**src/source/sd_defines.svh**
```systemverilog
`ifndef SD_DEFINES_SVH
`define SD_DEFINES_SVH

// short dividers and timeouts when set, real card timing otherwise
`define SD_SIMULATION 1'b1

// clk speed class: 0 up to 25MHz, 1 up to 50MHz, 2 up to 100MHz, 3 up to 200MHz, 4 up to 400MHz
`define SD_CLK_DIV 1

// sdclk half-period in clk cycles minus one, identification and transfer phases
`define SD_SLOW_DIV (`SD_SIMULATION ? 16'd1 : ((16'd1 << `SD_CLK_DIV) * 16'd35))
`define SD_FAST_DIV (`SD_SIMULATION ? 16'd0 : (16'd1 << `SD_CLK_DIV))

// waits counted in sdclk cycles
`define SD_CMD_TIMEOUT (`SD_SIMULATION ? 15'd100 : 15'd500)
`define SD_DAT_TIMEOUT (`SD_SIMULATION ? 32'd200 : 32'd1000000)
`define SD_INIT_PRECYCLES (`SD_SIMULATION ? 16'd16 : 16'd60000)

`define SD_SECTOR_BYTES 512

`endif
```
**src/source/sd_pkg.sv**
```systemverilog
`default_nettype none

package sd_pkg;

    typedef enum logic [1:0] {
        CARD_UNKNOWN,
        CARD_SDV1,
        CARD_SDV2,
        CARD_SDHCV2
    } card_type_e;

    // init sequence first, then the read states
    typedef enum logic [3:0] {
        ST_CMD0     = 4'd0,
        ST_CMD8     = 4'd1,
        ST_CMD55    = 4'd2,
        ST_ACMD41   = 4'd3,
        ST_CMD2     = 4'd4,
        ST_CMD3     = 4'd5,
        ST_CMD7     = 4'd6,
        ST_CMD16    = 4'd7,
        ST_IDLE     = 4'd8,
        ST_READING  = 4'd9,
        ST_READING2 = 4'd10
    } reader_state_e;

    typedef struct packed {
        logic [5:0]  index;
        logic [31:0] arg;
        logic [15:0] precycles;
        logic [15:0] clkdiv;
        logic        long_resp;
    } sd_cmd_t;

    // R3 layout
    typedef struct packed {
        logic        ready;
        logic        ccs;
        logic [29:0] other;
    } ocr_t;

    // R6 layout
    typedef struct packed {
        logic [15:0] rca;
        logic [15:0] status;
    } rca_resp_t;

    typedef union packed {
        ocr_t      ocr;
        rca_resp_t rca_resp;
    } sd_resp_u;

    typedef struct packed {
        logic       wr_en;
        logic [8:0] addr;
        logic [7:0] data;
    } sector_byte_t;

endpackage

`default_nettype wire

```
**src/source/sector_buffer.sv**
```systemverilog
`timescale 1ns/1ps
`default_nettype none

`include "sd_defines.svh"

module sector_buffer (
    input  wire                       clk,
    input  wire sd_pkg::sector_byte_t wr,
    input  wire [8:0]                 rd_addr,
    output logic [7:0]                rd_data
);

    logic [7:0] mem [`SD_SECTOR_BYTES];

    always_ff @(posedge clk) begin
        if (wr.wr_en) begin
            mem[wr.addr] <= wr.data;
        end
        // registered read, one clk of latency
        rd_data <= mem[rd_addr];
    end

endmodule

`default_nettype wire

```
**config.mk**
```make
export PLATFORM = sky130hd
export DESIGN_NAME = sector_buffer
export DESIGN_NICKNAME = d
export VERILOG_FILES = /design/src/source/sd_pkg.sv /design/src/source/sector_buffer.sv
export VERILOG_INCLUDE_DIRS = /design/src /design/src/source
export SDC_FILE = /design/constraint.sdc
export NUM_CORES = 2
export LEC_CHECK = 0
export ABC_CLOCK_PERIOD_IN_PS = 2900
export BUFFER_PORTS_ARGS = -buffer_cell sky130_fd_sc_hd__clkbuf_2
export CORE_UTILIZATION = 50
export DETAILED_ROUTE_END_ITERATION = 8
export HOLD_SLACK_MARGIN = 0.08
export PLACE_DENSITY = 0.68
export SYNTH_ARGS = -nofsm -noshare
export SYNTH_HDL_FRONTEND = slang
export SYNTH_SLANG_ARGS = --single-unit
```
**constraint.sdc**
```tcl
create_clock -name clk -period 2.9 [get_ports clk]
set_input_delay 0.725 -clock clk [delete_from_list [all_inputs] [get_ports clk]]
set_output_delay 0.725 -clock clk [all_outputs]
set_load 0.005 [all_outputs]
```
==> metrics.csv <==
metric;value;unit
violations;setup timing;
io_buffers;35;
slowest_stage;o221ai_1;
pin_count;36;
grtUsageTotal;0.261;
crit_type;input port to flop;
hold_viol;0;
cts_max_level;5;
die_area;322000;sq um
skew;0.0788;ns
dp_hpwl;274000;um
fin_crit_sh;1.02;
netlist_area;160000;sq um
layout_commonest_cell;edfxtp_1;
ys_warn_count;0;
seq_area_frac_synth;0.770;
drtPass1Iterations;6;
max_freq;0.340;GHz
gp_congestion;0.924;
root_buffer;clkbuf_16;
setup_viol_count_final;3;
grt_pass1_vias;87700;
cap_violations;0;
clkTransAtPathRegs;0.07;ns
syn-num-nets;8058;
layout-drive-gt1-share;0.289;
layout_common_cells;4096 x edfxtp_1, 1331 x buf_4, 797 x mux2i_1;
syn_to_final_growth;18.6;%
grt_pass1_wl;613000;um
cts_made_buffers;407;
hold_path.class;input port to flop;
drt_iter0_markers;11700;
synthArstFlopShare;0;
start_kind;input port;
start_util;0.503;
leakagePower;0.0634;uW
synth_ff_type;edfxtp_1;
cts_buffer_depth;4;
worst_slew_pin_slew;0.973;ns
endpoint_kind;flop;
ys_types;51;
path_cells;buf_6 -> buf_4 -> nand2b_4 -> buf_4 -> buf_12 -> buf_4 -> o221ai_1 -> o22ai_1 -> o21ai_1 -> buf_4 -> nand4_1 -> nand2_1 -> buf_4 -> o2111a_1;
min_period;2.95;ns
cpMostUsedCell;buf_4;
synth_edf_count;4096;
rows;207;
wire_per_inst;30.2;um
numClockSinks;4104;
rsz0062_at_grt;false;
syn_avg_cell_area;19.9;sq um
power_per_cell_area;653;nW/um^2
fin_worst_hold_slack;0.164;ns
crit_fanout;24;
grt_start_max_net_pins;144;
worst_slack;-0.0452;ns
core_region_area;318000;sq um
max_stage_delay;0.34;ns
synth_seq_cells;4104;
worstSkewPairLatency;0.96;ns
ir_drop;0.585;mV
nNetsFinal;9504;
worstPathRequired;3.81;ns
antenna_found_initial;15;
viasPerCell;6.23;
fillers;22200;
finalMaxSlewViolations;0;
postSynthCellCount;8030;
vias;87300;
fp.dieH;568;um
finalSetupTns;-0.0821;ns
seq_area;123000;sq um
route.detailed.drc;0;
ant_nets;0;
tritoncts;yes;
overflow;0;
die_w;568;um
post-route-util;0.597;
multi_input_area;34200;sq um
drt_wl_total;423000;um
outcome;finished, violations left;
slew_headroom;0.351;
crit_arrival;3.85;ns
[registers in the layout (all words and copies together), names as in the netlist]
register and cells:
mem 4096, rd_data 8
[final cells by class]
| cell class | instances | share of cell area |
|---|---|---|
| inverter | 3 | 0.0000989 |
| sequential | 4104 | 0.649 |
| antenna | 6 | 0.0000791 |
| multi-input combinational | 3410 | 0.180 |
| clock buffer | 502 | 0.0562 |
| timing repair buffer | 1550 | 0.0735 |
| tap | 4180 | 0.0276 |
| clock inverter | 245 | 0.0131 |
[worst max-delay path: cells and delay by family]
family	cells	cell delay, ns
AOI/OAI and AO/OA	4	0.99
buffers and inverters	7	1.21
and+or+nand+nor	3	0.88
[through the flow]
stage | total power (uW) | setup slack (ns) | area [sq um] | instances
2_1_floorplan | 69700 | 0.203 | 160000 | 8030
3_3_place_gp | 73300 | -1.72 | 176000 | 13200
3_5_place_dp | 73400 | -1.65 | 176000 | 13200
4_1_cts | 124000 | 0.00168 | 190000 | 14000
5_1_grt | 127000 | 0.00183 | 190000 | 14000
6_report | 124000 | -0.0452 | 190000 | 14000
[cells in the mapped netlist (5+ instances only)]
cell	number	area share
clkbuf_1	265	0.0062
nand3_1	36	0.0011
nor2_1	597	0.014
a22oi_1	61	0.0029
mux2i_1	797	0.050
buf_4	70	0.0033
nor3b_1	8	0.00038
buf_12	5	0.00063
nor4_1	36	0.0014
nor2b_1	6	0.00023
edfxtp_1	4096	0.77
o2111a_1	8	0.00056
a21oi_1	194	0.0061
dfxtp_1	8	0.0010
o41ai_1	7	0.00038
buf_2	57	0.0018
mux4_2	654	0.092
nand2_1	111	0.0026
nand4_1	32	0.0013
o221ai_1	371	0.020
o22ai_1	163	0.0064
a22o_1	5	0.00027
o311ai_0	5	0.00027
buf_1	41	0.00096
and2_1	20	0.00078
buf_8	11	0.0010
nor3_1	109	0.0034
o31ai_1	13	0.00061
or3_1	6	0.00023
buf_6	64	0.0045
a211oi_1	17	0.00080
o21ai_0	118	0.0037
[power by group]
part	switching, uW	internal (uW)
clock network	22500	29200
registers	79.2	65300
logic	4240	2620
[final timing paths]
check                            startpoint     endpoint  slack, ns  depth (start not counted)
worst max-delay path             rd_addr[2]   rd_data[1]      -0.05                         14
worst min-delay path                  wr[3]  mem[282][3]       0.16                          1
worst max register to register   mem[40][3]   rd_data[3]       0.22                         10
worst min register to register  mem[298][3]   rd_data[3]       1.14                          6
[cell families after synthesis]
logic type | Yosys count | synth area share
buffers and inverters | 516 | 0.0185
and+or+nand+nor | 980 | 0.0263
AOI/OAI and AO/OA | 979 | 0.0431
muxes | 1451 | 0.142
DFF | 4104 | 0.770
[per-layer routing]
layer	share of wire	track usage	vias to the layer above
met1	0.39	0.369	45400
met4	0.032	0.0781	0
met3	0.10	0.0493	674
li1	-	-	36400
met5	0	0	-
met2	0.48	0.413	4868
[timing repair]
item / CTS / global route
hold endpoints to repair: 13 / 0
buffers inserted: 0 / 0
hold buffers: 2 / 0
endpoints found under the setup margin: 8 / 8
pin swaps: 1 / 7
resized for setup: 25 / 16
Power figures use the tool's default switching activity.
