==> src/source/sd_defines.svh <==
`ifndef SD_DEFINES_SVH
`define SD_DEFINES_SVH

// short dividers and timeouts when set, real card timing otherwise
`define SD_SIMULATION 1'b1

// clk speed class: 0 up to 25MHz, 1 up to 50MHz, 2 up to 100MHz, 3 up to 200MHz, 4 up to 400MHz
`define SD_CLK_DIV 1

// sdclk half-period in clk cycles minus one, identification and transfer phases
`define SD_SLOW_DIV (`SD_SIMULATION ? 16'd1 : ((16'd1 << `SD_CLK_DIV) * 16'd35))
`define SD_FAST_DIV (`SD_SIMULATION ? 16'd0 : (16'd1 << `SD_CLK_DIV))

// waits counted in sdclk cycles
`define SD_CMD_TIMEOUT (`SD_SIMULATION ? 15'd100 : 15'd500)
`define SD_DAT_TIMEOUT (`SD_SIMULATION ? 32'd200 : 32'd1000000)
`define SD_INIT_PRECYCLES (`SD_SIMULATION ? 16'd16 : 16'd60000)

`define SD_SECTOR_BYTES 512

`endif
==> src/source/sd_pkg.sv <==
`default_nettype none

package sd_pkg;

    typedef enum logic [1:0] {
        CARD_UNKNOWN,
        CARD_SDV1,
        CARD_SDV2,
        CARD_SDHCV2
    } card_type_e;

    // init sequence first, then the read states
    typedef enum logic [3:0] {
        ST_CMD0     = 4'd0,
        ST_CMD8     = 4'd1,
        ST_CMD55    = 4'd2,
        ST_ACMD41   = 4'd3,
        ST_CMD2     = 4'd4,
        ST_CMD3     = 4'd5,
        ST_CMD7     = 4'd6,
        ST_CMD16    = 4'd7,
        ST_IDLE     = 4'd8,
        ST_READING  = 4'd9,
        ST_READING2 = 4'd10
    } reader_state_e;

    typedef struct packed {
        logic [5:0]  index;
        logic [31:0] arg;
        logic [15:0] precycles;
        logic [15:0] clkdiv;
        logic        long_resp;
    } sd_cmd_t;

    // R3 layout
    typedef struct packed {
        logic        ready;
        logic        ccs;
        logic [29:0] other;
    } ocr_t;

    // R6 layout
    typedef struct packed {
        logic [15:0] rca;
        logic [15:0] status;
    } rca_resp_t;

    typedef union packed {
        ocr_t      ocr;
        rca_resp_t rca_resp;
    } sd_resp_u;

    typedef struct packed {
        logic       wr_en;
        logic [8:0] addr;
        logic [7:0] data;
    } sector_byte_t;

endpackage

`default_nettype wire

==> src/source/sd_cmd_ctrl.sv <==
`timescale 1ns/1ps
`default_nettype none

`include "sd_defines.svh"

module sd_cmd_ctrl (
    input  wire                 clk,
    input  wire                 rst_n,
    input  wire                 cmd_start,
    input  wire sd_pkg::sd_cmd_t cmd,
    output logic                cmd_busy,
    output logic                cmd_done,
    output sd_pkg::sd_resp_u    resp,
    output logic                timeout,
    output logic                syntax_err,
    output logic                sdclk,
    output logic                sdcmd_oe,
    output logic                sdcmd_out,
    input  wire                 sdcmd_in
);

    localparam logic [2:0] PH_IDLE = 3'd0;
    localparam logic [2:0] PH_PRE  = 3'd1;
    localparam logic [2:0] PH_TX   = 3'd2;
    localparam logic [2:0] PH_WAIT = 3'd3;
    localparam logic [2:0] PH_RX   = 3'd4;
    localparam logic [2:0] PH_DONE = 3'd5;

    logic [2:0]  phase;
    logic [15:0] clkdiv;
    logic [15:0] div_cnt;
    logic [15:0] pre_cnt;
    logic [5:0]  tx_cnt;
    logic [14:0] wait_cnt;
    logic [7:0]  rx_cnt;
    logic        long_resp;
    logic        tbit_err;
    logic [47:0] tx_bits;
    logic [38:0] rx_shift;
    logic [39:0] frame;
    logic        tick;
    logic        fall;
    logic        rise;
    logic        tx_step;
    logic        rx_last;

    // CRC7, polynomial x^7 + x^3 + 1
    function automatic logic [6:0] crc7(input logic [39:0] bits);
        logic [6:0] crc;
        logic       fb;
        crc = '0;
        for (int i = 39; i >= 0; i--) begin
            fb  = bits[i] ^ crc[6];
            crc = {crc[5:0], 1'b0};
            if (fb) begin
                crc = crc ^ 7'h09;
            end
        end
        return crc;
    endfunction

    // start bit, transmission bit, index, argument
    assign frame = {2'b01, cmd.index, cmd.arg};

    // sdclk free-runs at the last requested rate
    assign tick = (div_cnt >= clkdiv);
    assign fall = tick & sdclk;
    assign rise = tick & ~sdclk;

    // next falling edge drives a command bit once the preamble is over
    assign tx_step = fall && tx_cnt != 6'd48
                     && ((phase == PH_PRE && pre_cnt == '0) || phase == PH_TX);
    assign rx_last = (rx_cnt == (long_resp ? 8'd135 : 8'd47));

    always_ff @(posedge clk or negedge rst_n) begin
        if (!rst_n) begin
            phase      <= PH_IDLE;
            cmd_busy   <= 1'b0;
            cmd_done   <= 1'b0;
            timeout    <= 1'b0;
            syntax_err <= 1'b0;
            sdclk      <= 1'b0;
            sdcmd_oe   <= 1'b0;
            sdcmd_out  <= 1'b1;
            clkdiv     <= `SD_SLOW_DIV;
            long_resp  <= 1'b0;
            div_cnt    <= '0;
            pre_cnt    <= '0;
            tx_cnt     <= '0;
            wait_cnt   <= '0;
            rx_cnt     <= '0;
            tbit_err   <= 1'b0;
        end else begin
            cmd_done <= 1'b0;
            if (tick) begin
                div_cnt <= '0;
                sdclk   <= ~sdclk;
            end else begin
                div_cnt <= div_cnt + 16'd1;
            end

            if (tx_step) begin
                sdcmd_oe  <= 1'b1;
                sdcmd_out <= tx_bits[47];
                tx_cnt    <= tx_cnt + 6'd1;
                phase     <= PH_TX;
            end else begin
                case (phase)
                    PH_IDLE: if (cmd_start) begin
                        cmd_busy   <= 1'b1;
                        timeout    <= 1'b0;
                        syntax_err <= 1'b0;
                        clkdiv     <= cmd.clkdiv;
                        long_resp  <= cmd.long_resp;
                        pre_cnt    <= cmd.precycles;
                        tx_cnt     <= '0;
                        phase      <= PH_PRE;
                    end
                    PH_PRE: if (fall) begin
                        pre_cnt <= pre_cnt - 16'd1;
                    end
                    // end bit is out, release the line
                    PH_TX: if (fall) begin
                        sdcmd_oe <= 1'b0;
                        wait_cnt <= '0;
                        phase    <= PH_WAIT;
                    end
                    PH_WAIT: if (rise) begin
                        if (!sdcmd_in) begin
                            rx_cnt <= 8'd1;
                            phase  <= PH_RX;
                        end else if (wait_cnt == `SD_CMD_TIMEOUT) begin
                            timeout  <= 1'b1;
                            cmd_done <= 1'b1;
                            phase    <= PH_DONE;
                        end else begin
                            wait_cnt <= wait_cnt + 15'd1;
                        end
                    end
                    PH_RX: if (rise) begin
                        if (rx_cnt == 8'd1) begin
                            tbit_err <= sdcmd_in;
                        end
                        if (rx_last) begin
                            syntax_err <= tbit_err | ~sdcmd_in;
                            cmd_done   <= 1'b1;
                            phase      <= PH_DONE;
                        end else begin
                            rx_cnt <= rx_cnt + 8'd1;
                        end
                    end
                    default: begin
                        cmd_busy <= 1'b0;
                        phase    <= PH_IDLE;
                    end
                endcase
            end
        end
    end

    always_ff @(posedge clk) begin
        if (phase == PH_IDLE && cmd_start) begin
            tx_bits <= {frame, crc7(frame), 1'b1};
        end else if (tx_step) begin
            tx_bits <= {tx_bits[46:0], 1'b1};
        end
        // on the end bit, the 39 bits before it are argument and CRC
        if (phase == PH_RX && rise) begin
            rx_shift <= {rx_shift[37:0], sdcmd_in};
            if (rx_last && !long_resp) begin
                resp <= rx_shift[38:7];
            end
        end
    end

endmodule

`default_nettype wire

==> config.mk <==
export PLATFORM = sky130hd
export DESIGN_NAME = sd_cmd_ctrl
export DESIGN_NICKNAME = d
export VERILOG_FILES = /design/src/source/sd_pkg.sv /design/src/source/sd_cmd_ctrl.sv
export VERILOG_INCLUDE_DIRS = /design/src /design/src/source
export SDC_FILE = /design/constraint.sdc
export NUM_CORES = 1
export LEC_CHECK = 0
export ABC_AREA = 1
export BUFFER_PORTS_ARGS = -buffer_cell sky130_fd_sc_hd__buf_2
export CAP_MARGIN = 20
export CORE_ASPECT_RATIO = 1.4
export CORE_UTILIZATION = 40
export DETAILED_ROUTE_END_ITERATION = 10
export PLACE_DENSITY = 0.6
export SLEW_MARGIN = 30
export SYNTH_ARGS = -nofsm -noshare
export SYNTH_HDL_FRONTEND = slang
export SYNTH_SLANG_ARGS = --single-unit
==> constraint.sdc <==
create_clock -name clk -period 14.95 [get_ports clk]
set_input_delay 3.7375 -clock clk [delete_from_list [all_inputs] [get_ports clk]]
set_output_delay 3.7375 -clock clk [all_outputs]
set_load 0.02 [all_outputs]
==> metrics.txt, run 1 <==
status finished, final reports clean; H-tree depth 1; DRC 0; IO Pins ~110; Core ar. 0.0254 mm^2; Die H 192 um; CP Class in2reg; postcts setup bufs 0; Simple-Gate Fraction of Synth Area about a quarter; #FFs+latches synth 207; TritonCTS buffer count 21; global-route wire length before repair between 30,000 and 40,000 um; via count about 8,000; GRT Util Overall around 17%; Total Negative Setup Slacks 0 ns; fillers ~2,500; clock sink count 207; RSZ-0062 raised after global routing no; sequential area share after synthesis 55.6%; Netlist Area Pre-Place 0.0103 mm^2; xor-xnor portion of the synthesized cell area around 1.3%; antenna viol nets, final 0; PwrDens 108 mW/mm^2; # hold bufs at CTS 0; WL per Instance 13.4 um; DRT Wirelength 21,700 um; Gate power share 11.0%; Cells after Synth 1,170; Clock Power Share around 43%; startpoint types primary input; Synth Area in Compound Gates under 10%; Mapped Nets 1,269; mux contribution to synthesized area 0.0968%; Layout area overhead 16.5%; cts repair resizes 0; clk buf depth 3; Core Rows 69; initial DRC count 325; routed vias/inst between 4 and 5; critical path arrival just under 6 ns; Leakage 0.00563 uW; Worst setup EP type flop; MaxCap Viol Count 0; Post-synth EDFFs 116; initial antenna violation count 0; Cell variety after synth between 40 and 50; Fin. Hold Viols 0; final hold slack 0.422 ns; Final #Nets 1,389; CP Data Required Time approximately 15 ns; Design Area, Final 0.0120 mm^2; GPL Wtd Cong 0.833; die width 138 um; final worst path period share 37.4%; Max Slew Vio Count 0; Clk Tree Root Cell clkbuf_16; layout cells sized above 1 16.5%; Final HPWL DP 15,800 um; Final min period 5.60 ns; Clock Latency Late Sink 0.50 ns; final setup fails 0; Avg Cell Area, Syn 8.84 um^2; Power Total 1300 uW; grt ovf 0; setup clock skew after layout 0.00862 ns; worst slew pin tran between 0.8 and 0.9 ns; vias in the first global route 7,588; VDD IR max 0.0768 mV; Initial Util roughly two fifths; Internal 976 uW; adder-cell share of the synthesized area 2.90%; switch share 24.8%; Port Buf Inserts 113; Worst Path Max Fanout 5; Die Area 0.0265 mm^2; ys flop type edfxtp_1; post-synthesis async set-or-reset flop share 43.0%; Pre-Repair DR Iteration Count 5; switching pwr about 320 uW; worst rel slew slack 45.5%; Area after DPL 0.0113 mm^2; largest family of logic cells by synthesized area simple AND/OR/NAND/NOR gates; YS warnings 0; largest net degree at the start of global routing 74; Flop pwr share 46.1%; fmax 179 MHz; ant diodes 0; TritonCTS clock tree built; Worst Hold Class reg2reg; clock transition at the registers of the reported paths 0.07 ns
## flip-flops by register name (all words and copies together), names as in the netlist, 3 cells and up
name / flops
pre_cnt: 16
div_cnt: 16
tx_cnt: 6
rx_cnt: 8
tx_bits: 47
wait_cnt: 15
rx_shift: 39
resp: 32
clkdiv: 16
phase: 3
## power groups by stage
stage	combinational, uW	clock [uW]	sequential (uW)
after CTS	145	574	598
after global routing	164	593	598
after floorplan	104	0	610
after detailed placement	144	0	610
final	143	557	598
after global placement	141	0	610
## Yosys cell counts (all sizes together), types with 9 or more instances
master	number	area share (%)
nor3	29	1.5
nand3	99	5.0
nand4	13	0.79
nor2	64	2.4
nor4	9	0.54
dfrtp	87	21
o21ai	103	5.0
edfxtp	116	34
clkbuf	19	0.69
inv	154	5.6
a21oi	34	1.7
nand2	354	14
xor2	11	0.93
ha	24	2.9
## critical path, stage by stage
cell and delay, ns:
buf_2 0.13, inv_2 0.10, nand2_2 0.06, nand2_1 0.09
nand3_1 0.15, nand3_1 0.18, nand3_1 0.17, nand2_2 0.12
nand2_1 0.10, nand2_2 0.09, nand2_1 0.05, nand2_1 0.09
inv_1 0.06, nand2_1 0.07, nand3_1 0.08, nand2_1 0.13
inv_1 0.05, nand2_1 0.07, nand2_2 0.07, inv_1 0.07
nand2_1 0.05, nand3_1 0.07, nand2_1 0.05
## metal layers
metal,track usage (%),share of wire [%],vias to the layer above
li1,-,-,4138
met1,21.0,43,3678
met2,29.8,50,167
met3,2.22,4.1,32
met4,6.06,2.4,0
met5,0,0,-
## final cells by class
class	count	area [um^2]	area share (%)
multi-input cells	785	3940	32.7
clock buffers	22	529	4.39
flip-flops and latches	207	5750	47.8
clock inverters	15	198	1.64
inverters	156	588	4.88
well taps	319	399	3.31
repair buffers	119	637	5.29
## cells by family (layout without fill, tap and decap cells)
| family | after synthesis | in the layout |
|---|---|---|
| and+or+nand+nor | 581 | 581 |
| DFF | 207 | 207 |
| buffers and inverters | 178 | 312 |
| AOI/OAI and AO/OA | 164 | 164 |
| adders and majority gates | 24 | 24 |
| xor gates and xnor gates | 15 | 15 |
| muxes | 1 | 1 |
## worst paths after layout
| check | start | to | slack (ns) | cells past startpoint |
|---|---|---|---|---|
| worst max-delay path | cmd[70] | tx_bits[7] | 9.35 | 23 |
| worst min-delay path | rx_shift[5] | rx_shift[6] | 0.42 | 0 |
| worst max register to register | phase[2] | wait_cnt[7] | 11.52 | 13 |
| worst min register to register | rx_shift[5] | rx_shift[6] | 0.42 | 0 |
| max in group asynchronous | rst_n | pre_cnt[1] | 10.89 | 2 |
| min in group asynchronous | rst_n | clkdiv[4] | 3.10 | 1 |
## cell usage in the layout, fill, tap and decap left out, types with 4 or more instances in the layout
master	count
nand3_2	5
xor2_1	11
nand4_1	13
o31ai_1	7
o21ai_0	102
a21oi_1	33
nand2_2	39
xnor2_1	4
nor3_1	26
dfrtp_1	87
ha_1	24
nand2_1	314
buf_4	5
nor2_1	60
clkinvlp_4	4
buf_2	112
clkbuf_16	21
nor4_1	8
inv_1	150
nor3b_1	8
edfxtp_1	116
a31oi_1	8
nand3_1	94
bufinv_16	4
## per-stage QoR
| stage | utilization, % | std cells | setup slack [ns] |
|---|---|---|---|
| after global routing | 47.5 | 1623 | 9.06 |
| final | 47.5 | 1623 | 9.35 |
| after CTS | 47.5 | 1623 | 9.37 |
| after floorplan | - | 1170 | 9.34 |
| after detailed placement | 44.6 | 1586 | 8.85 |
| after global placement | 44.4 | 1585 | 8.78 |
Power figures use the tool's default switching activity.
==> inputs of run 2 (changes only) <==
- clock period: 14.95 -> 5.75 ns (I/O delays scaled with it)
==> metrics.txt, run 2 (synthesized netlist as in run 1, its figures left out) <==
Core ar. 0.0254 mm^2 (unchanged); Core Rows 69 (unchanged); Worst Path Max Fanout 19 (was 5); antenna viol nets, final 0 (unchanged); most frequent cells in the layout nand2_1 (314), inv_1 (150), edfxtp_1 (116) (unchanged); Layout area overhead 16.2% (was 16.5%); grt ovf 0 (unchanged); die width 138 um (unchanged); worst slew pin tran 0.827 ns (was 0.814 ns); Fin. Hold Viols 0 (unchanged); PwrDens 277 mW/mm^2 (was 108 mW/mm^2); MaxCap Viol Count 0 (unchanged); critical-path cell list nor2_1 -> nand2_2 -> clkinv_1 -> nand4_1 -> a21oi_2 -> nand2_2 -> nand2_1 -> nor2_4 -> nand2_1 -> nor3_1 -> nand2_1 -> nand2_1 -> nor2_1 (was buf_2 -> inv_2 -> nand2_2 -> nand2_1 -> nand3_1 -> nand3_1 -> nand3_1 -> nand2_2 -> nand2_1 -> nand2_2 -> nand2_1 -> nand2_1 -> inv_1 -> nand2_1 -> nand3_1 -> nand2_1 -> inv_1 -> nand2_1 -> nand2_2 -> inv_1 -> nand2_1 -> nand3_1 -> nand2_1); routed vias/inst 4.96 (was 4.94); setup clock skew after layout 0.0111 ns (was 0.00862 ns); vias in the first global route 7,626 (was 7,588); Total Negative Setup Slacks 0 ns (unchanged); fmax 293 MHz; commonest non-fill, non-tap cell in the layout nand2_1 (unchanged); Power Total 3330 uW (was 1300 uW); Inst Count DP 1,585 (was 1,586); Worst path most repeated cell nand2_1 (unchanged); ant diodes 0 (unchanged); fillers 2,515 (was 2,458); CP Data Required Time 6.13 ns (was 15.20 ns); Largest regs tx_bits: 47 flops, rx_shift: 39 flops, resp: 32 flops (unchanged); TritonCTS clock tree built (unchanged); initial antenna violation count 0 (unchanged); register area 0.00575 mm^2 (unchanged); WL per Instance 13.4 um (about the same); startpoint types flop (was primary input); setup ws final 2.34 ns (was 9.35 ns); clock sink count 207 (unchanged); Leakage 0.00562 uW (was 0.00563 uW); Final min period 3.41 ns; DRC 0 (unchanged); Port Buf Inserts 113 (unchanged); Clock Latency Late Sink 0.50 ns (about the same); Worst setup EP type flop (unchanged); Worst Hold Class reg2reg (unchanged); Initial Util 40.7% (unchanged); Slowest-stage cell, CP clkinv_1 (was nand3_1); final cell count without fillers 1,623 (unchanged); largest net degree at the start of global routing 91 (was 74); CP top delay family simple AND/OR/NAND/NOR gates (unchanged); multi-input logic area 0.00394 mm^2 (unchanged); Biggest register tx_bits (unchanged); GPL Wtd Cong 0.862 (was 0.833); Final HPWL DP 15,800 um (about the same); TritonCTS buffer count 21 (unchanged); initial DRC count 341 (was 325); clock transition at the registers of the reported paths 0.07 ns (about the same); Max Slew Vio Count 0 (unchanged); via count 8,054 (was 8,015); crit-path max cell delay 0.54 ns (was 0.18 ns); Critical path buffers and inverters 1 (was 5); GRT Util Overall 16.9% (was 17.0%); IO Pins 114 (unchanged); max reg flops 47 (unchanged); Die H 192 um (unchanged); Pre-Repair DR Iteration Count 5 (unchanged); layout cells sized above 1 16.5% (unchanged); DRT Wirelength 21,800 um (was 21,700 um); VDD IR max 0.302 mV (was 0.0768 mV); critical path arrival 3.79 ns (was 5.85 ns); Die Area 0.0265 mm^2 (unchanged); postcts setup bufs 0 (unchanged); global-route wire length before repair 36,000 um (was 35,700 um); status finished, final reports clean (unchanged); # hold bufs at CTS 0 (unchanged); Clk Tree Root Cell clkbuf_16 (unchanged); final worst path period share 59.3%; Setup WS pre-CTS 1.93 ns (was 8.85 ns); Final #Nets 1,389 (unchanged); CP Class reg2reg (was in2reg); cts repair resizes 0 (unchanged); worst rel slew slack 44.9% (was 45.5%); RSZ-0062 raised after global routing no (unchanged); H-tree depth 1 (unchanged); clk buf depth 3 (unchanged); final setup fails 0 (unchanged)
-- run 2: routing by layer --
metal | global-route usage (%) | vias to the layer above | wire [um]
li1 | - | 4122 | -
met3 | 1.95 | 34 | 818
met5 | 0 | - | 0
met1 | 20.8 | 3743 | 9340
met2 | 30.5 | 155 | 11100
met4 | 5.35 | 0 | 529
-- run 2: worst reg2reg max path, stage by stage (launching register included) --
cell and delay [ns]:
dfrtp_1 0.53, nor2_1 0.11, nand2_2 0.29, clkinv_1 0.55
nand4_1 0.32, a21oi_2 0.12, nand2_2 0.29, nand2_1 0.15
nor2_4 0.30, nand2_1 0.17, nor3_1 0.27, nand2_1 0.09
nand2_1 0.07, nor2_1 0.04
-- run 2: cell type report --
cell class,count,share of cell area [%]
sequential,207,47.9
clock inverter,16,1.49
tap,319,3.32
timing repair buffer,119,5.27
clock buffer,21,4.37
inverter,156,4.89
multi-input combinational,785,32.8
-- run 2: stage by stage --
step,utilization (%),area (um^2),hold slack [ns]
floorplan,-,10300,0.400
global placement,44.4,11300,0.405
detailed placement,44.5,11300,0.407
CTS,47.2,12000,0.426
global route,47.3,12000,0.441
finish,47.3,12000,0.423
-- run 2: worst paths after layout --
kind,startpoint,to,slack (ns),cells past startpoint
max,phase[2],wait_cnt[7],2.34,13
min,rx_shift[38],resp[31],0.42,0
max reg2reg,phase[2],wait_cnt[7],2.34,13
min reg2reg,rx_shift[38],resp[31],0.42,0
max in group asynchronous,rst_n,wait_cnt[4],3.77,2
min in group asynchronous,rst_n,clkdiv[3],0.99,1
-- run 2: power by group --
part / switching, uW / internal (uW)
clock: 591 / 811
combinational: 249 / 125
sequential: 0 / 1560
total: 840 / 2490
