## config.mk

```make
export PLATFORM = sky130hd
export DESIGN_NAME = sd_reader
export DESIGN_NICKNAME = d
export VERILOG_FILES = /design/src/source/sd_pkg.sv /design/src/source/sd_reader.sv
export VERILOG_INCLUDE_DIRS = /design/src /design/src/source
export SDC_FILE = /design/constraint.sdc
export NUM_CORES = 1
export LEC_CHECK = 0
export BUFFER_PORTS_ARGS = -buffer_cell sky130_fd_sc_hd__buf_4
export CAP_MARGIN = 40
export CELL_PAD_IN_SITES_DETAIL_PLACEMENT = 1
export CELL_PAD_IN_SITES_GLOBAL_PLACEMENT = 1
export CORE_UTILIZATION = 43
export DETAILED_ROUTE_END_ITERATION = 8
export GPL_TIMING_DRIVEN = 0
export PLACE_DENSITY = 0.83
export SYNTH_ARGS = -nofsm -noshare
export SYNTH_HDL_FRONTEND = slang
export SYNTH_SLANG_ARGS = --single-unit
```

## constraint.sdc

```tcl
create_clock -name clk -period 4.4 [get_ports clk]
set_input_delay 0.66 -clock clk [delete_from_list [all_inputs] [get_ports clk]]
set_output_delay 0.66 -clock clk [all_outputs]
set_load 0.05 [all_outputs]
```

## src/source/sd_defines.svh

```systemverilog
`ifndef SD_DEFINES_SVH
`define SD_DEFINES_SVH

// short dividers and timeouts when set, real card timing otherwise
`define SD_SIMULATION 1'b1

// clk speed class: 0 up to 25MHz, 1 up to 50MHz, 2 up to 100MHz, 3 up to 200MHz, 4 up to 400MHz
`define SD_CLK_DIV 1

// sdclk half-period in clk cycles minus one, identification and transfer phases
`define SD_SLOW_DIV (`SD_SIMULATION ? 16'd1 : ((16'd1 << `SD_CLK_DIV) * 16'd35))
`define SD_FAST_DIV (`SD_SIMULATION ? 16'd0 : (16'd1 << `SD_CLK_DIV))

// waits counted in sdclk cycles
`define SD_CMD_TIMEOUT (`SD_SIMULATION ? 15'd100 : 15'd500)
`define SD_DAT_TIMEOUT (`SD_SIMULATION ? 32'd200 : 32'd1000000)
`define SD_INIT_PRECYCLES (`SD_SIMULATION ? 16'd16 : 16'd60000)

`define SD_SECTOR_BYTES 512

`endif
```

## src/source/sd_pkg.sv

```systemverilog
`default_nettype none

package sd_pkg;

    typedef enum logic [1:0] {
        CARD_UNKNOWN,
        CARD_SDV1,
        CARD_SDV2,
        CARD_SDHCV2
    } card_type_e;

    // init sequence first, then the read states
    typedef enum logic [3:0] {
        ST_CMD0     = 4'd0,
        ST_CMD8     = 4'd1,
        ST_CMD55    = 4'd2,
        ST_ACMD41   = 4'd3,
        ST_CMD2     = 4'd4,
        ST_CMD3     = 4'd5,
        ST_CMD7     = 4'd6,
        ST_CMD16    = 4'd7,
        ST_IDLE     = 4'd8,
        ST_READING  = 4'd9,
        ST_READING2 = 4'd10
    } reader_state_e;

    typedef struct packed {
        logic [5:0]  index;
        logic [31:0] arg;
        logic [15:0] precycles;
        logic [15:0] clkdiv;
        logic        long_resp;
    } sd_cmd_t;

    // R3 layout
    typedef struct packed {
        logic        ready;
        logic        ccs;
        logic [29:0] other;
    } ocr_t;

    // R6 layout
    typedef struct packed {
        logic [15:0] rca;
        logic [15:0] status;
    } rca_resp_t;

    typedef union packed {
        ocr_t      ocr;
        rca_resp_t rca_resp;
    } sd_resp_u;

    typedef struct packed {
        logic       wr_en;
        logic [8:0] addr;
        logic [7:0] data;
    } sector_byte_t;

endpackage

`default_nettype wire

```

## src/source/sd_reader.sv

```systemverilog
`timescale 1ns/1ps
`default_nettype none

`include "sd_defines.svh"

module sd_reader (
    input  wire                      clk,
    input  wire                      rst_n,
    input  wire                      sdclk,
    input  wire                      sddat0,
    input  wire                      rstart,
    input  wire [31:0]               rsector_no,
    output logic                     rbusy,
    output logic                     rdone,
    output sd_pkg::card_type_e       card_type,
    output sd_pkg::reader_state_e    card_stat,
    output logic                     cmd_start,
    output sd_pkg::sd_cmd_t          cmd,
    input  wire                      cmd_busy,
    input  wire                      cmd_done,
    input  wire sd_pkg::sd_resp_u    resp,
    input  wire                      timeout,
    input  wire                      syntax_err,
    output sd_pkg::sector_byte_t     wr
);

    import sd_pkg::*;

    localparam logic [2:0] R_WAIT    = 3'd0;
    localparam logic [2:0] R_DATA    = 3'd1;
    localparam logic [2:0] R_TAIL    = 3'd2;
    localparam logic [2:0] R_DONE    = 3'd3;
    localparam logic [2:0] R_TIMEOUT = 3'd4;

    reader_state_e state;
    logic          v1_maybe;
    logic [15:0]   rca;
    logic [31:0]   rsector_addr;
    logic          resp_ok;
    logic [2:0]    rstate;
    logic [31:0]   ridx;
    logic          sdclk_q;

    assign card_stat = state;
    assign rbusy     = (state != ST_IDLE) | rdone;
    assign resp_ok   = ~timeout & ~syntax_err;

    // command request follows the state; latched by the engine on cmd_start
    always_comb begin
        cmd.index     = 6'd17;
        cmd.arg       = rsector_addr;
        cmd.precycles = 16'd20;
        cmd.clkdiv    = `SD_SLOW_DIV;
        cmd.long_resp = 1'b0;
        case (state)
            ST_CMD0: begin
                cmd.index     = 6'd0;
                cmd.arg       = 32'h0;
                cmd.precycles = `SD_INIT_PRECYCLES;
            end
            ST_CMD8: begin
                cmd.index = 6'd8;
                cmd.arg   = 32'h0000_01aa;
            end
            ST_CMD55: begin
                cmd.index = 6'd55;
                cmd.arg   = 32'h0;
            end
            // HCS set, 3.2-3.3V window
            ST_ACMD41: begin
                cmd.index = 6'd41;
                cmd.arg   = 32'hc010_0000;
            end
            ST_CMD2: begin
                cmd.index     = 6'd2;
                cmd.arg       = 32'h0;
                cmd.long_resp = 1'b1;
            end
            ST_CMD3: begin
                cmd.index = 6'd3;
                cmd.arg   = 32'h0;
            end
            ST_CMD7: begin
                cmd.index = 6'd7;
                cmd.arg   = {rca, 16'h0};
            end
            ST_CMD16: begin
                cmd.index  = 6'd16;
                cmd.arg    = 32'(`SD_SECTOR_BYTES);
                cmd.clkdiv = `SD_FAST_DIV;
            end
            default: begin
                cmd.precycles = 16'd16;
                cmd.clkdiv    = `SD_FAST_DIV;
            end
        endcase
    end

    always_ff @(posedge clk or negedge rst_n) begin
        if (!rst_n) begin
            state        <= ST_CMD0;
            card_type    <= CARD_UNKNOWN;
            v1_maybe     <= 1'b0;
            rca          <= '0;
            rsector_addr <= '0;
            cmd_start    <= 1'b0;
            rdone        <= 1'b0;
        end else begin
            cmd_start <= 1'b0;
            rdone     <= 1'b0;
            if (state == ST_READING2) begin
                if (rstate == R_TIMEOUT) begin
                    cmd_start <= 1'b1;
                    state     <= ST_READING;
                end else if (rstate == R_DONE) begin
                    rdone <= 1'b1;
                    state <= ST_IDLE;
                end
            end else if (cmd_busy) begin
                if (cmd_done) begin
                    case (state)
                        ST_CMD0: state <= ST_CMD8;
                        // no answer to CMD8 points to a v1 card
                        ST_CMD8: if (timeout) begin
                            v1_maybe <= 1'b1;
                            state    <= ST_CMD55;
                        end else if (!syntax_err && resp.rca_resp.status[7:0] == 8'haa) begin
                            state <= ST_CMD55;
                        end
                        ST_CMD55: if (resp_ok) state <= ST_ACMD41;
                        ST_ACMD41: if (resp_ok && resp.ocr.ready) begin
                            card_type <= v1_maybe ? CARD_SDV1 :
                                         (resp.ocr.ccs ? CARD_SDHCV2 : CARD_SDV2);
                            state     <= ST_CMD2;
                        end else begin
                            state <= ST_CMD55;
                        end
                        ST_CMD2: if (resp_ok) state <= ST_CMD3;
                        ST_CMD3: if (resp_ok) begin
                            rca   <= resp.rca_resp.rca;
                            state <= ST_CMD7;
                        end
                        ST_CMD7: if (resp_ok) state <= ST_CMD16;
                        ST_CMD16: if (resp_ok) state <= ST_IDLE;
                        ST_READING: if (resp_ok) begin
                            state <= ST_READING2;
                        end else begin
                            cmd_start <= 1'b1;
                        end
                        default: ;
                    endcase
                end
            end else if (!cmd_start && state != ST_READING) begin
                if (state != ST_IDLE) begin
                    cmd_start <= 1'b1;
                end else if (rstart && !rbusy) begin
                    // SDHC takes block numbers, older cards byte offsets
                    rsector_addr <= (card_type == CARD_SDHCV2) ? rsector_no : rsector_no << 9;
                    cmd_start    <= 1'b1;
                    state        <= ST_READING;
                end
            end
        end
    end

    // DAT0 capture on rising sdclk edges
    always_ff @(posedge clk or negedge rst_n) begin
        if (!rst_n) begin
            sdclk_q <= 1'b0;
            rstate  <= R_WAIT;
            ridx    <= '0;
            wr      <= '0;
        end else begin
            sdclk_q  <= sdclk;
            wr.wr_en <= 1'b0;
            if ((state != ST_READING && state != ST_READING2) || rstate == R_TIMEOUT) begin
                rstate <= R_WAIT;
                ridx   <= '0;
            end else if (sdclk && !sdclk_q) begin
                case (rstate)
                    R_WAIT: if (!sddat0) begin
                        rstate <= R_DATA;
                        ridx   <= '0;
                    end else if (ridx == `SD_DAT_TIMEOUT) begin
                        rstate <= R_TIMEOUT;
                    end else begin
                        ridx <= ridx + 32'd1;
                    end
                    // MSB first, the data field doubles as the shift register
                    R_DATA: begin
                        wr.data <= {wr.data[6:0], sddat0};
                        if (ridx[2:0] == 3'd7) begin
                            wr.wr_en <= 1'b1;
                            wr.addr  <= ridx[11:3];
                        end
                        if (ridx == `SD_SECTOR_BYTES * 8 - 1) begin
                            rstate <= R_TAIL;
                            ridx   <= '0;
                        end else begin
                            ridx <= ridx + 32'd1;
                        end
                    end
                    // CRC16 and end bit are not checked
                    R_TAIL: if (ridx == 32'd63) begin
                        rstate <= R_DONE;
                    end else begin
                        ridx <= ridx + 32'd1;
                    end
                    default: ;
                endcase
            end
        end
    end

endmodule

`default_nettype wire

```

==> results of run 1 <==
area by class of cell:
class / count / area, µm² / share of cell area, %
multi-input combinational: 483 / 3190 / 40.0
clock buffer: 13 / 270 / 3.39
clock inverter: 2 / 38.8 / 0.486
timing repair buffer: 133 / 1020 / 12.8
inverter: 10 / 37.5 / 0.470
sequential: 111 / 2780 / 34.8
buffer: 69 / 419 / 5.25
tap: 180 / 225 / 2.82
stage by stage:
stage	utilization [%]	instance area (µm²)	cells
after detailed placement	54.4	7670	986
final	56.6	7980	1001
after global placement	54.2	7640	985
after global routing	56.6	7980	1001
after floorplan	-	6420	673
after CTS	56.6	7980	1001
routing by layer:
metal  GRT usage, %  part of all wire [%]  vias to the layer above
met3           3.37                   4.4                       40
met1           33.4                    42                     2833
met5              0                     0                        -
met4           12.3                   3.1                        0
li1               -                     -                     2620
met2           45.7                    50                      162
critical path: stages (launching register included):
cell      delay [ns]
dfrtp_1         0.39
buf_2           0.20
nand2b_1        0.26
nor3_1          0.55
clkbuf_1        0.46
a22o_1          0.23
buf_4           0.20
synthesized netlist by cell type (all sizes together), types with 2 or more instances:
cell type,number,share of area [%]
o21bai,2,0.24
o31ai,8,1.4
nor2b,2,0.20
nand3,24,2.0
a22oi,3,0.36
conb,2,0.12
o32a,2,0.32
ha,3,0.59
o21ai,63,5.1
nor4b,2,0.61
or3b,3,0.42
inv,10,0.59
and3,3,0.30
mux2i,23,3.6
nor4,10,1.2
or4b,2,0.32
o22ai,3,0.30
a22o,22,3.1
and2,14,1.4
mux2,33,5.9
o21a,2,0.24
nand4,8,0.79
xnor2,2,0.57
dfrtp,111,44
or3,3,0.30
clkbuf,26,1.5
nor2,40,2.5
buf,43,5.1
nor3b,5,0.85
a2bb2oi,10,1.4
nand2,78,4.7
nor3,15,1.3
a2111oi,2,0.67
o41ai,7,1.1
a21oi,12,0.95
xor2,7,0.97
a21o,11,1.3
a31o,2,0.28
nand2b,4,0.51
or4,5,0.65
or2,4,0.40
where the power goes:
group          total, mW  internal, mW  switching [mW]
combinational       2.37         0.759            1.61
sequential          1.32          1.20           0.124
clock              0.867         0.487           0.380
cells by family after synthesis:
group,count (synthesis)
adder cells (fa/ha/maj),3
AND/OR/NAND/NOR,225
multiplexers,56
flip-flops,111
other,2
XOR/XNOR,9
AO/OA/AOI/OAI,160
buffers and inverters,79
state kept, by name, indices dropped and copies added (netlist names), 2 cells and up:
signal / count
rsector_addr: 32
card_stat: 4
card_type: 2
rstate: 3
rca: 16
wr: 18
ridx: 32
worst max path at each step:
| stage | startpoint | endpoint | slack [ns] | depth (start not counted) |
|---|---|---|---|---|
| floorplan | card_stat[3]$_DFFE_PN0P_ | cmd[0] | 1.09 | 3 |
| finish | card_stat[0]$_DFFE_PN0P_ | cmd[54] | 1.09 | 6 |
| global route | card_stat[0]$_DFFE_PN0P_ | cmd[50] | 0.94 | 6 |
| CTS | card_stat[0]$_DFFE_PN0P_ | cmd[54] | 1.04 | 6 |
| detailed placement | card_stat[0]$_DFFE_PN0P_ | cmd[54] | 1.44 | 6 |
| global placement | card_stat[0]$_DFFE_PN0P_ | cmd[54] | 1.54 | 6 |
==> results.py, run 1 <==
metrics = {
    "clock_tree": {
        "htreeDepth": 3,
        "cts_buffers": 9,
        "cts_setup_buffers": 0,
        "cts_buffer_depth": 2,
        "cts_tree": "yes",
        "ctsHoldBuffers": 0,
        "root_buffer": "clkbuf_16",
        "clkLatencyLatePin_ns": 0.36,
        "clock_sinks": 111,
        "path_clk_slew_ns": 0.07,
        "cts_resized": 0,
    },
    "yosys": {
        "synth_compound_area_share_pct": 18.2,
        "synth-edff-count": 0,
        "ys_seq_area_share_pct": 44.0,
        "synthFlopType": "dfrtp_1",
        "synth_adder_area_share_pct": 0.594,
        "synth-simple-area-share_pct": 18.8,
        "yosysUniqueCellTypes": 75,
        "synthXorXnorAreaFrac_pct": 1.54,
        "postSynthCellCount": 645,
        "synth_top_family_by_area": "simple AND/OR/NAND/NOR gates",
        "netlist_area_um2": 6320,
        "muxShareOfSynthArea_pct": 9.53,
        "yosysWarnings": 0,
        "synth-seq-cells": 111,
        "async_reset_ff_share_pct": 100,
        "syn_area_per_cell_um2": 9.79,
    },
    "final_layout": {
        "drive_above_1_share_pct": 30.8,
        "n_antenna_cell": 0,
        "syn_to_final_growth_pct": 26.3,
        "fin_nets": 893,
        "layout_common_cells": "buf_4 (164), dfrtp_1 (111), nand2_1 (77)",
        "fillCellCount": 1632,
        "layout_commonest_cell": "buf_4",
    },
    "setup_path": {
        "r2r_cells": 7,
        "cp_data_arrival_time_ns": 2.65,
        "critPathCaptureType": "output port",
        "rr_endpoint": "ridx[31]$_DFFE_PN0P_",
        "critPathLaunchType": "flop",
        "worstPathRequired_ns": 3.74,
        "reg2reg_slack_ns": 1.77,
        "worstSetupPathType": "flop to output port",
        "r2r-start": "ridx[0]$_DFFE_PN0P_",
        "critPathMaxFanout": 10,
    },
    "floorplan": {
        "die_area_um2": 15200,
        "initial_core_util_pct": 44.8,
        "core-area_um2": 14100,
        "row_count": 43,
        "die_w_um": 123,
        "io_pins": 171,
        "fp.dieH_um": 123,
    },
    "global_routing": {
        "grt_pass1_wl_mm": 30.9,
        "gr-total-overflow": 0,
        "antenna_found_initial": 0,
        "grtUsageTotal_pct": 26.7,
        "grt_pass1_vias": 5922,
        "grt_max_degree": 71,
    },
    "timing": {
        "setup_viol": 0,
        "fmax_ghz": 0.302,
        "final.setup.tns_ns": 0,
        "min_period_ns": 3.31,
        "skew_ns": 0.00695,
        "report.final.slew_viol_count": 0,
        "setup_slack_ns": 1.09,
        "slew_headroom_pct": 47.5,
        "holdWs_ns": 0.225,
        "worst_pin_slew_ns": 0.788,
        "rsz0062_at_grt": "false",
        "hold_viol_final": 0,
        "fin_crit_sh_pct": 75.2,
    },
    "drt": {
        "avgRoutedWirePerCell_um": 19.3,
        "drt_iter0_markers": 433,
        "wirelength_mm": 19.4,
        "drc_errors": 0,
        "vias_per_cell": 5.65,
        "vias": 5655,
        "firstDrtPassIters": 4,
        "antenna_left": 0,
    },
    "outcome": {
        "outcome": "complete, no violations",
    },
    "power_and_ir_drop": {
        "power_leakage_nw": 3.85,
        "peakVddDrop_v": 0.000264,
        "finalPower_mw": 4.56,
        "cellPowerDensity_nw_per_um2": 572,
    },
    "placed_design": {
        "hpwl_mm": 14.4,
        "pre_cts_ws_ns": 1.44,
        "gp_congestion": 0.898,
        "numPortBuffers": 132,
    },
    "job": {
        "maxCapViolations": 0,
    },
    "hold_path": {
        "hold_path.class": "input port to asynchronous set/reset pin",
    },
}
Power figures use the tool's default switching activity.
==> run 2: changes to the inputs <==
--- a/config.mk
+++ b/config.mk
@@ -10,10 +10,10 @@
 export CAP_MARGIN = 40
 export CELL_PAD_IN_SITES_DETAIL_PLACEMENT = 1
 export CELL_PAD_IN_SITES_GLOBAL_PLACEMENT = 1
-export CORE_UTILIZATION = 43
+export CORE_UTILIZATION = 36
 export DETAILED_ROUTE_END_ITERATION = 8
 export GPL_TIMING_DRIVEN = 0
-export PLACE_DENSITY = 0.83
+export PLACE_DENSITY = 0.73
 export SYNTH_ARGS = -nofsm -noshare
 export SYNTH_HDL_FRONTEND = slang
 export SYNTH_SLANG_ARGS = --single-unit
==> constraint.sdc (replaced) <==
create_clock -name clk -period 3 [get_ports clk]
set_input_delay 0.45 -clock clk [delete_from_list [all_inputs] [get_ports clk]]
set_output_delay 0.45 -clock clk [all_outputs]
set_load 0.05 [all_outputs]
==> results.py, run 2 (same netlist as run 1, synthesis figures left out) <==
metrics = {
    "timing": {
        "rsz0062_at_grt": "false",
        "worst_pin_slew_ns": 0.803,
        "fmax_ghz": 0.365,
        "setup_viol": 0,
        "final.setup.tns_ns": 0,
        "min_period_ns": 2.74,
        "fin_crit_sh_pct": 91.3,
        "hold_viol_final": 0,
        "report.final.slew_viol_count": 0,
        "skew_ns": 0.00659,
        "slew_headroom_pct": 46.4,
    },
    "final_layout": {
        "layout_common_cells": "buf_4 (164), dfrtp_1 (111), nand2_1 (77)",
        "top_regs": "ridx: 32 flops, rsector_addr: 32 flops, wr: 18 flops",
        "syn_to_final_growth_pct": 27.5,
        "layout_commonest_cell": "buf_4",
        "drive_above_1_share_pct": 31.0,
        "fillCellCount": 1990,
        "post-route-util_pct": 46.7,
        "n_antenna_cell": 0,
        "fin_nets": 894,
    },
    "clock_tree": {
        "root_buffer": "clkbuf_16",
        "path_clk_slew_ns": 0.07,
        "clkLatencyLatePin_ns": 0.36,
        "cts_setup_buffers": 0,
        "cts_buffer_depth": 2,
        "htreeDepth": 3,
        "cts_tree": "yes",
        "clock_sinks": 111,
        "cts_buffers": 9,
    },
    "power_and_ir_drop": {
        "cellPowerDensity_nw_per_um2": 829,
        "power_leakage_nw": 3.86,
        "peakVddDrop_v": 0.000680,
    },
    "global_routing": {
        "gr-total-overflow": 0,
        "grt_pass1_vias": 5768,
        "antenna_found_initial": 0,
        "grt_pass1_wl_mm": 30.9,
        "grtUsageTotal_pct": 21.9,
        "grt_max_degree": 80,
    },
    "floorplan": {
        "die_w_um": 134,
        "initial_core_util_pct": 36.7,
        "fp.dieH_um": 134,
        "die_area_um2": 18100,
        "core-area_um2": 17200,
        "io_pins": 171,
        "row_count": 48,
    },
    "setup_path": {
        "reg2reg_slack_ns": 0.33,
        "cp_data_arrival_time_ns": 2.29,
        "worstSetupPathType": "flop to output port",
        "critPathLaunchType": "flop",
        "worstPathRequired_ns": 2.55,
        "rr_endpoint": "ridx[11]$_DFFE_PN0P_",
        "critPathMaxFanout": 10,
        "critPathCaptureType": "output port",
        "r2r-start": "ridx[0]$_DFFE_PN0P_",
        "r2r_cells": 7,
    },
    "placed_design": {
        "hpwl_mm": 14.5,
        "numPortBuffers": 132,
        "gp_congestion": 0.876,
    },
    "drt": {
        "wirelength_mm": 19.1,
        "vias": 5588,
        "drt_iter0_markers": 338,
        "drc_errors": 0,
        "vias_per_cell": 5.33,
        "antenna_left": 0,
        "avgRoutedWirePerCell_um": 18.2,
        "firstDrtPassIters": 4,
    },
    "hold_path": {
        "hp-start": "sdclk",
        "hold_depth": 1,
        "worstHoldEndpoint": "sdclk_q$_DFF_PN0_",
        "hold_path.class": "input port to flop",
    },
    "job": {
        "maxCapViolations": 0,
    },
    "outcome": {
        "outcome": "complete, no violations",
    },
}
==> run 2: changes by cell type in the layout (fill, tap and decap cells not counted), sizes merged <==
| cell | delta |
|---|---|
| bufinv | +1 |
| dlygate4sd3 | +1 |
| clkbuf | -1 |
| clkinv | +1 |
==> run 2: how the worst max path moves through the flow <==
stage	to	depth (start not counted)	from	slack, ns
2_1_floorplan	cmd[69]	4	card_stat[1]$_DFFE_PN0P_	0.02
3_3_place_gp	cmd[54]	5	card_stat[3]$_DFFE_PN0P_	0.29
3_5_place_dp	cmd[62]	5	card_stat[3]$_DFFE_PN0P_	0.31
4_1_cts	cmd[54]	5	card_stat[3]$_DFFE_PN0P_	0.1
5_1_grt	ridx[11]$_DFFE_PN0P_	7	ridx[6]$_DFFE_PN0P_	0.12
6_report	cmd[54]	5	card_stat[3]$_DFFE_PN0P_	0.26
==> run 2: final cells by class <==
class | count | area [µm²] | share of cell area, %
inverters | 10 | 37.5 | 0.466
repair buffers | 134 | 1030 | 12.8
multi-input cells | 483 | 3200 | 39.7
flip-flops and latches | 111 | 2780 | 34.5
clock inverters | 4 | 70.1 | 0.870
well taps | 225 | 282 | 3.49
plain buffers | 69 | 420 | 5.22
clock buffers | 12 | 236 | 2.94
==> run 2: power breakdown <==
part,switching [mW],internal (mW)
combinational,2.34,1.11
clock,0.551,0.731
sequential,0.182,1.76
==> run 2: critical path, cell delays in order, from the launching register on <==
cell and delay (ns):
dfrtp_1 0.48, clkbuf_1 0.28, nor3_2 0.44, clkbuf_2 0.33, a22o_1 0.19, buf_4 0.20
==> run 2: routing by layer <==
metal	wire length, µm	GRT usage [%]
met5	0	0
met4	379	8.05
met3	686	2.85
met2	9210	36.5
met1	8790	29.1
==> run 2: metrics by stage <==
step / setup slack [ns] / std cells / instance area, µm² / hold slack, ns / power [mW]
global route: 0.121 / 1048 / 8060 / 0.208 / 7.02
detailed placement: 0.312 / 1031 / 7730 / 0.358 / 5.41
CTS: 0.0964 / 1048 / 8050 / 0.208 / 6.70
global placement: 0.294 / 1030 / 7700 / 0.454 / 5.32
floorplan: 0.0156 / 673 / 6430 / 0.154 / 4.36
finish: 0.262 / 1048 / 8060 / 0.222 / 6.67
==> run 2: what timing repair did <==
item / 4_1_cts / 5_1_grt
endpoints found under the hold margin: 32 / 0
resized for setup: 1 / 2
endpoints found under the setup margin: 10 / 5
hold buffers: 1 / 0
==> run 3: changes to the inputs <==
--- a/config.mk
+++ b/config.mk
@@ -6,7 +6,7 @@
 export SDC_FILE = /design/constraint.sdc
 export NUM_CORES = 1
 export LEC_CHECK = 0
-export BUFFER_PORTS_ARGS = -buffer_cell sky130_fd_sc_hd__buf_4
+export BUFFER_PORTS_ARGS = -buffer_cell sky130_fd_sc_hd__buf_2
 export CAP_MARGIN = 40
 export CELL_PAD_IN_SITES_DETAIL_PLACEMENT = 1
 export CELL_PAD_IN_SITES_GLOBAL_PLACEMENT = 1
==> results.py, run 3 (same netlist as run 1, synthesis figures left out) <==
metrics = {
    "final_layout": {
        "multi_input_area_um2": 3200,
        "fillCellCount": 2045,
        "syn_to_final_growth_pct": 22.7,
        "n_antenna_cell": 0,
        "fin_nets": 894,
        "layout_commonest_cell": "buf_2",
        "layout_common_cells": "buf_2 (136), dfrtp_1 (111), nand2_1 (77)",
        "drive_above_1_share_pct": 31.3,
        "ff_latch_area_um2": 2780,
        "top_regs": "ridx: 32 flops, rsector_addr: 32 flops, wr: 18 flops",
    },
    "placed_design": {
        "gp_congestion": 0.890,
        "numPortBuffers": 132,
        "hpwl_mm": 14.4,
    },
    "global_routing": {
        "grt_pass1_wl_mm": 30.4,
        "gr-total-overflow": 0,
        "grt_pass1_vias": 5780,
        "grt_max_degree": 78,
        "antenna_found_initial": 0,
        "grtUsageTotal_pct": 21.4,
    },
    "clock_tree": {
        "clock_sinks": 111,
        "cts_buffer_depth": 2,
        "cts_tree": "yes",
        "clkLatencyLatePin_ns": 0.36,
        "htreeDepth": 3,
        "root_buffer": "clkbuf_16",
        "cts_buffers": 9,
        "path_clk_slew_ns": 0.07,
    },
    "power_and_ir_drop": {
        "finalPower_mw": 6.50,
        "peakVddDrop_v": 0.000760,
        "cellPowerDensity_nw_per_um2": 838,
        "power_leakage_nw": 3.81,
    },
    "setup_path": {
        "rr_endpoint": "ridx[15]$_DFFE_PN0P_",
        "path_cells": "clkbuf_1, nor3_2, clkbuf_2, a22o_1, buf_2",
        "r2r-start": "ridx[0]$_DFFE_PN0P_",
        "cp_data_arrival_time_ns": 2.33,
        "critPathSlowestCell": "dfrtp_1",
        "critPathCaptureType": "output port",
        "worstPathRequired_ns": 2.55,
        "reg2reg_slack_ns": 0.26,
        "worstSetupPathType": "flop to output port",
        "r2r_cells": 7,
        "critPathLaunchType": "flop",
        "max_stage_delay_ns": 0.48,
        "critPathMaxFanout": 10,
    },
    "floorplan": {
        "fp.dieH_um": 134,
        "row_count": 48,
        "core-area_um2": 17200,
        "initial_core_util_pct": 36.7,
        "die_area_um2": 18100,
        "die_w_um": 134,
        "io_pins": 171,
    },
    "timing": {
        "fin_crit_sh_pct": 92.7,
        "skew_ns": 0.00777,
        "fmax_ghz": 0.360,
        "hold_viol_final": 0,
        "setup_viol": 0,
        "min_period_ns": 2.78,
        "report.final.slew_viol_count": 0,
        "rsz0062_at_grt": "false",
        "holdWs_ns": 0.234,
        "slew_headroom_pct": 45.3,
        "final.setup.tns_ns": 0,
        "worst_pin_slew_ns": 0.820,
    },
    "drt": {
        "wirelength_mm": 18.8,
        "firstDrtPassIters": 4,
        "avgRoutedWirePerCell_um": 17.9,
        "vias": 5589,
        "drc_errors": 0,
        "vias_per_cell": 5.33,
        "drt_iter0_markers": 274,
        "antenna_left": 0,
    },
    "hold_path": {
        "worstHoldEndpoint": "sdclk_q$_DFF_PN0_",
        "hold_depth": 1,
        "hold_path.class": "input port to flop",
        "hp-start": "sdclk",
    },
    "outcome": {
        "outcome": "complete, no violations",
    },
    "job": {
        "maxCapViolations": 0,
    },
}
[run 3: changes by cell type in the layout (fill, tap and decap cells not counted), sizes merged]
cell	before	now
inv	10	11
clkbuf	38	39
bufinv	2	1
clkinv	2	1
[run 3: through the flow]
stage / setup WS [ns] / util, % / area [µm²] / instances
after global placement: 0.0993 / 42.8 / 7370 / 1030
after detailed placement: 0.238 / 43.0 / 7400 / 1031
final: 0.220 / 45.0 / 7750 / 1048
after floorplan: 0.0156 / - / 6430 / 673
after CTS: 0.0235 / 44.9 / 7750 / 1048
after global routing: 0.100 / 45.0 / 7750 / 1048
[run 3: power breakdown]
part	internal [mW]	switching, mW
clock	0.745	0.560
combinational	0.931	2.32
sequential	1.75	0.184
total	3.43	3.07
[run 3: timing repair]
action | 4_1_cts | 5_1_grt
cloned | 0 | 0
setup endpoints to repair | 10 | 10
endpoints found under the hold margin | 34 | 0
resized for setup | 1 | 2
hold buffers | 1 | 0
buffers inserted | 0 | 0
[run 3: cell type report]
type / instances / share of cell area (%)
Sequential cell: 111 / 35.8
Tap cell: 225 / 3.63
Multi-Input combinational cell: 483 / 41.3
Clock buffer: 13 / 3.62
Clock inverter: 3 / 0.614
Buffer: 69 / 5.43
Inverter: 10 / 0.484
Timing Repair Buffer: 134 / 9.09
[run 3: how the worst max path moves through the flow]
stage,from,endpoint,slack (ns),cells after the start
floorplan,card_stat[1]$_DFFE_PN0P_,cmd[69],0.02,4
global placement,rst_n,wr[9]$_DFFE_PN0P_,0.1,1
detailed placement,card_stat[3]$_DFFE_PN0P_,cmd[54],0.24,5
CTS,card_stat[3]$_DFFE_PN0P_,cmd[54],0.02,5
global route,ridx[0]$_DFFE_PN0P_,ridx[25]$_DFFE_PN0P_,0.10,7
finish,card_stat[3]$_DFFE_PN0P_,cmd[50],0.22,5
[run 3: worst max-delay path, delay by kind of cell, from the launching register on]
family | cells | cell delay [ns]
AND/OR/NAND/NOR | 1 | 0.44
AO/OA/AOI/OAI | 1 | 0.19
buffers and inverters | 3 | 0.86
flip-flops | 1 | 0.48
[run 3: metal layers]
layer | up-vias | share of wire [%] | global-route usage, %
met5 | - | 0 | 0
met4 | 0 | 1.6 | 6.68
met3 | 21 | 3.9 | 3.19
met2 | 132 | 50 | 37.0
met1 | 2820 | 45 | 27.7
li1 | 2616 | - | -
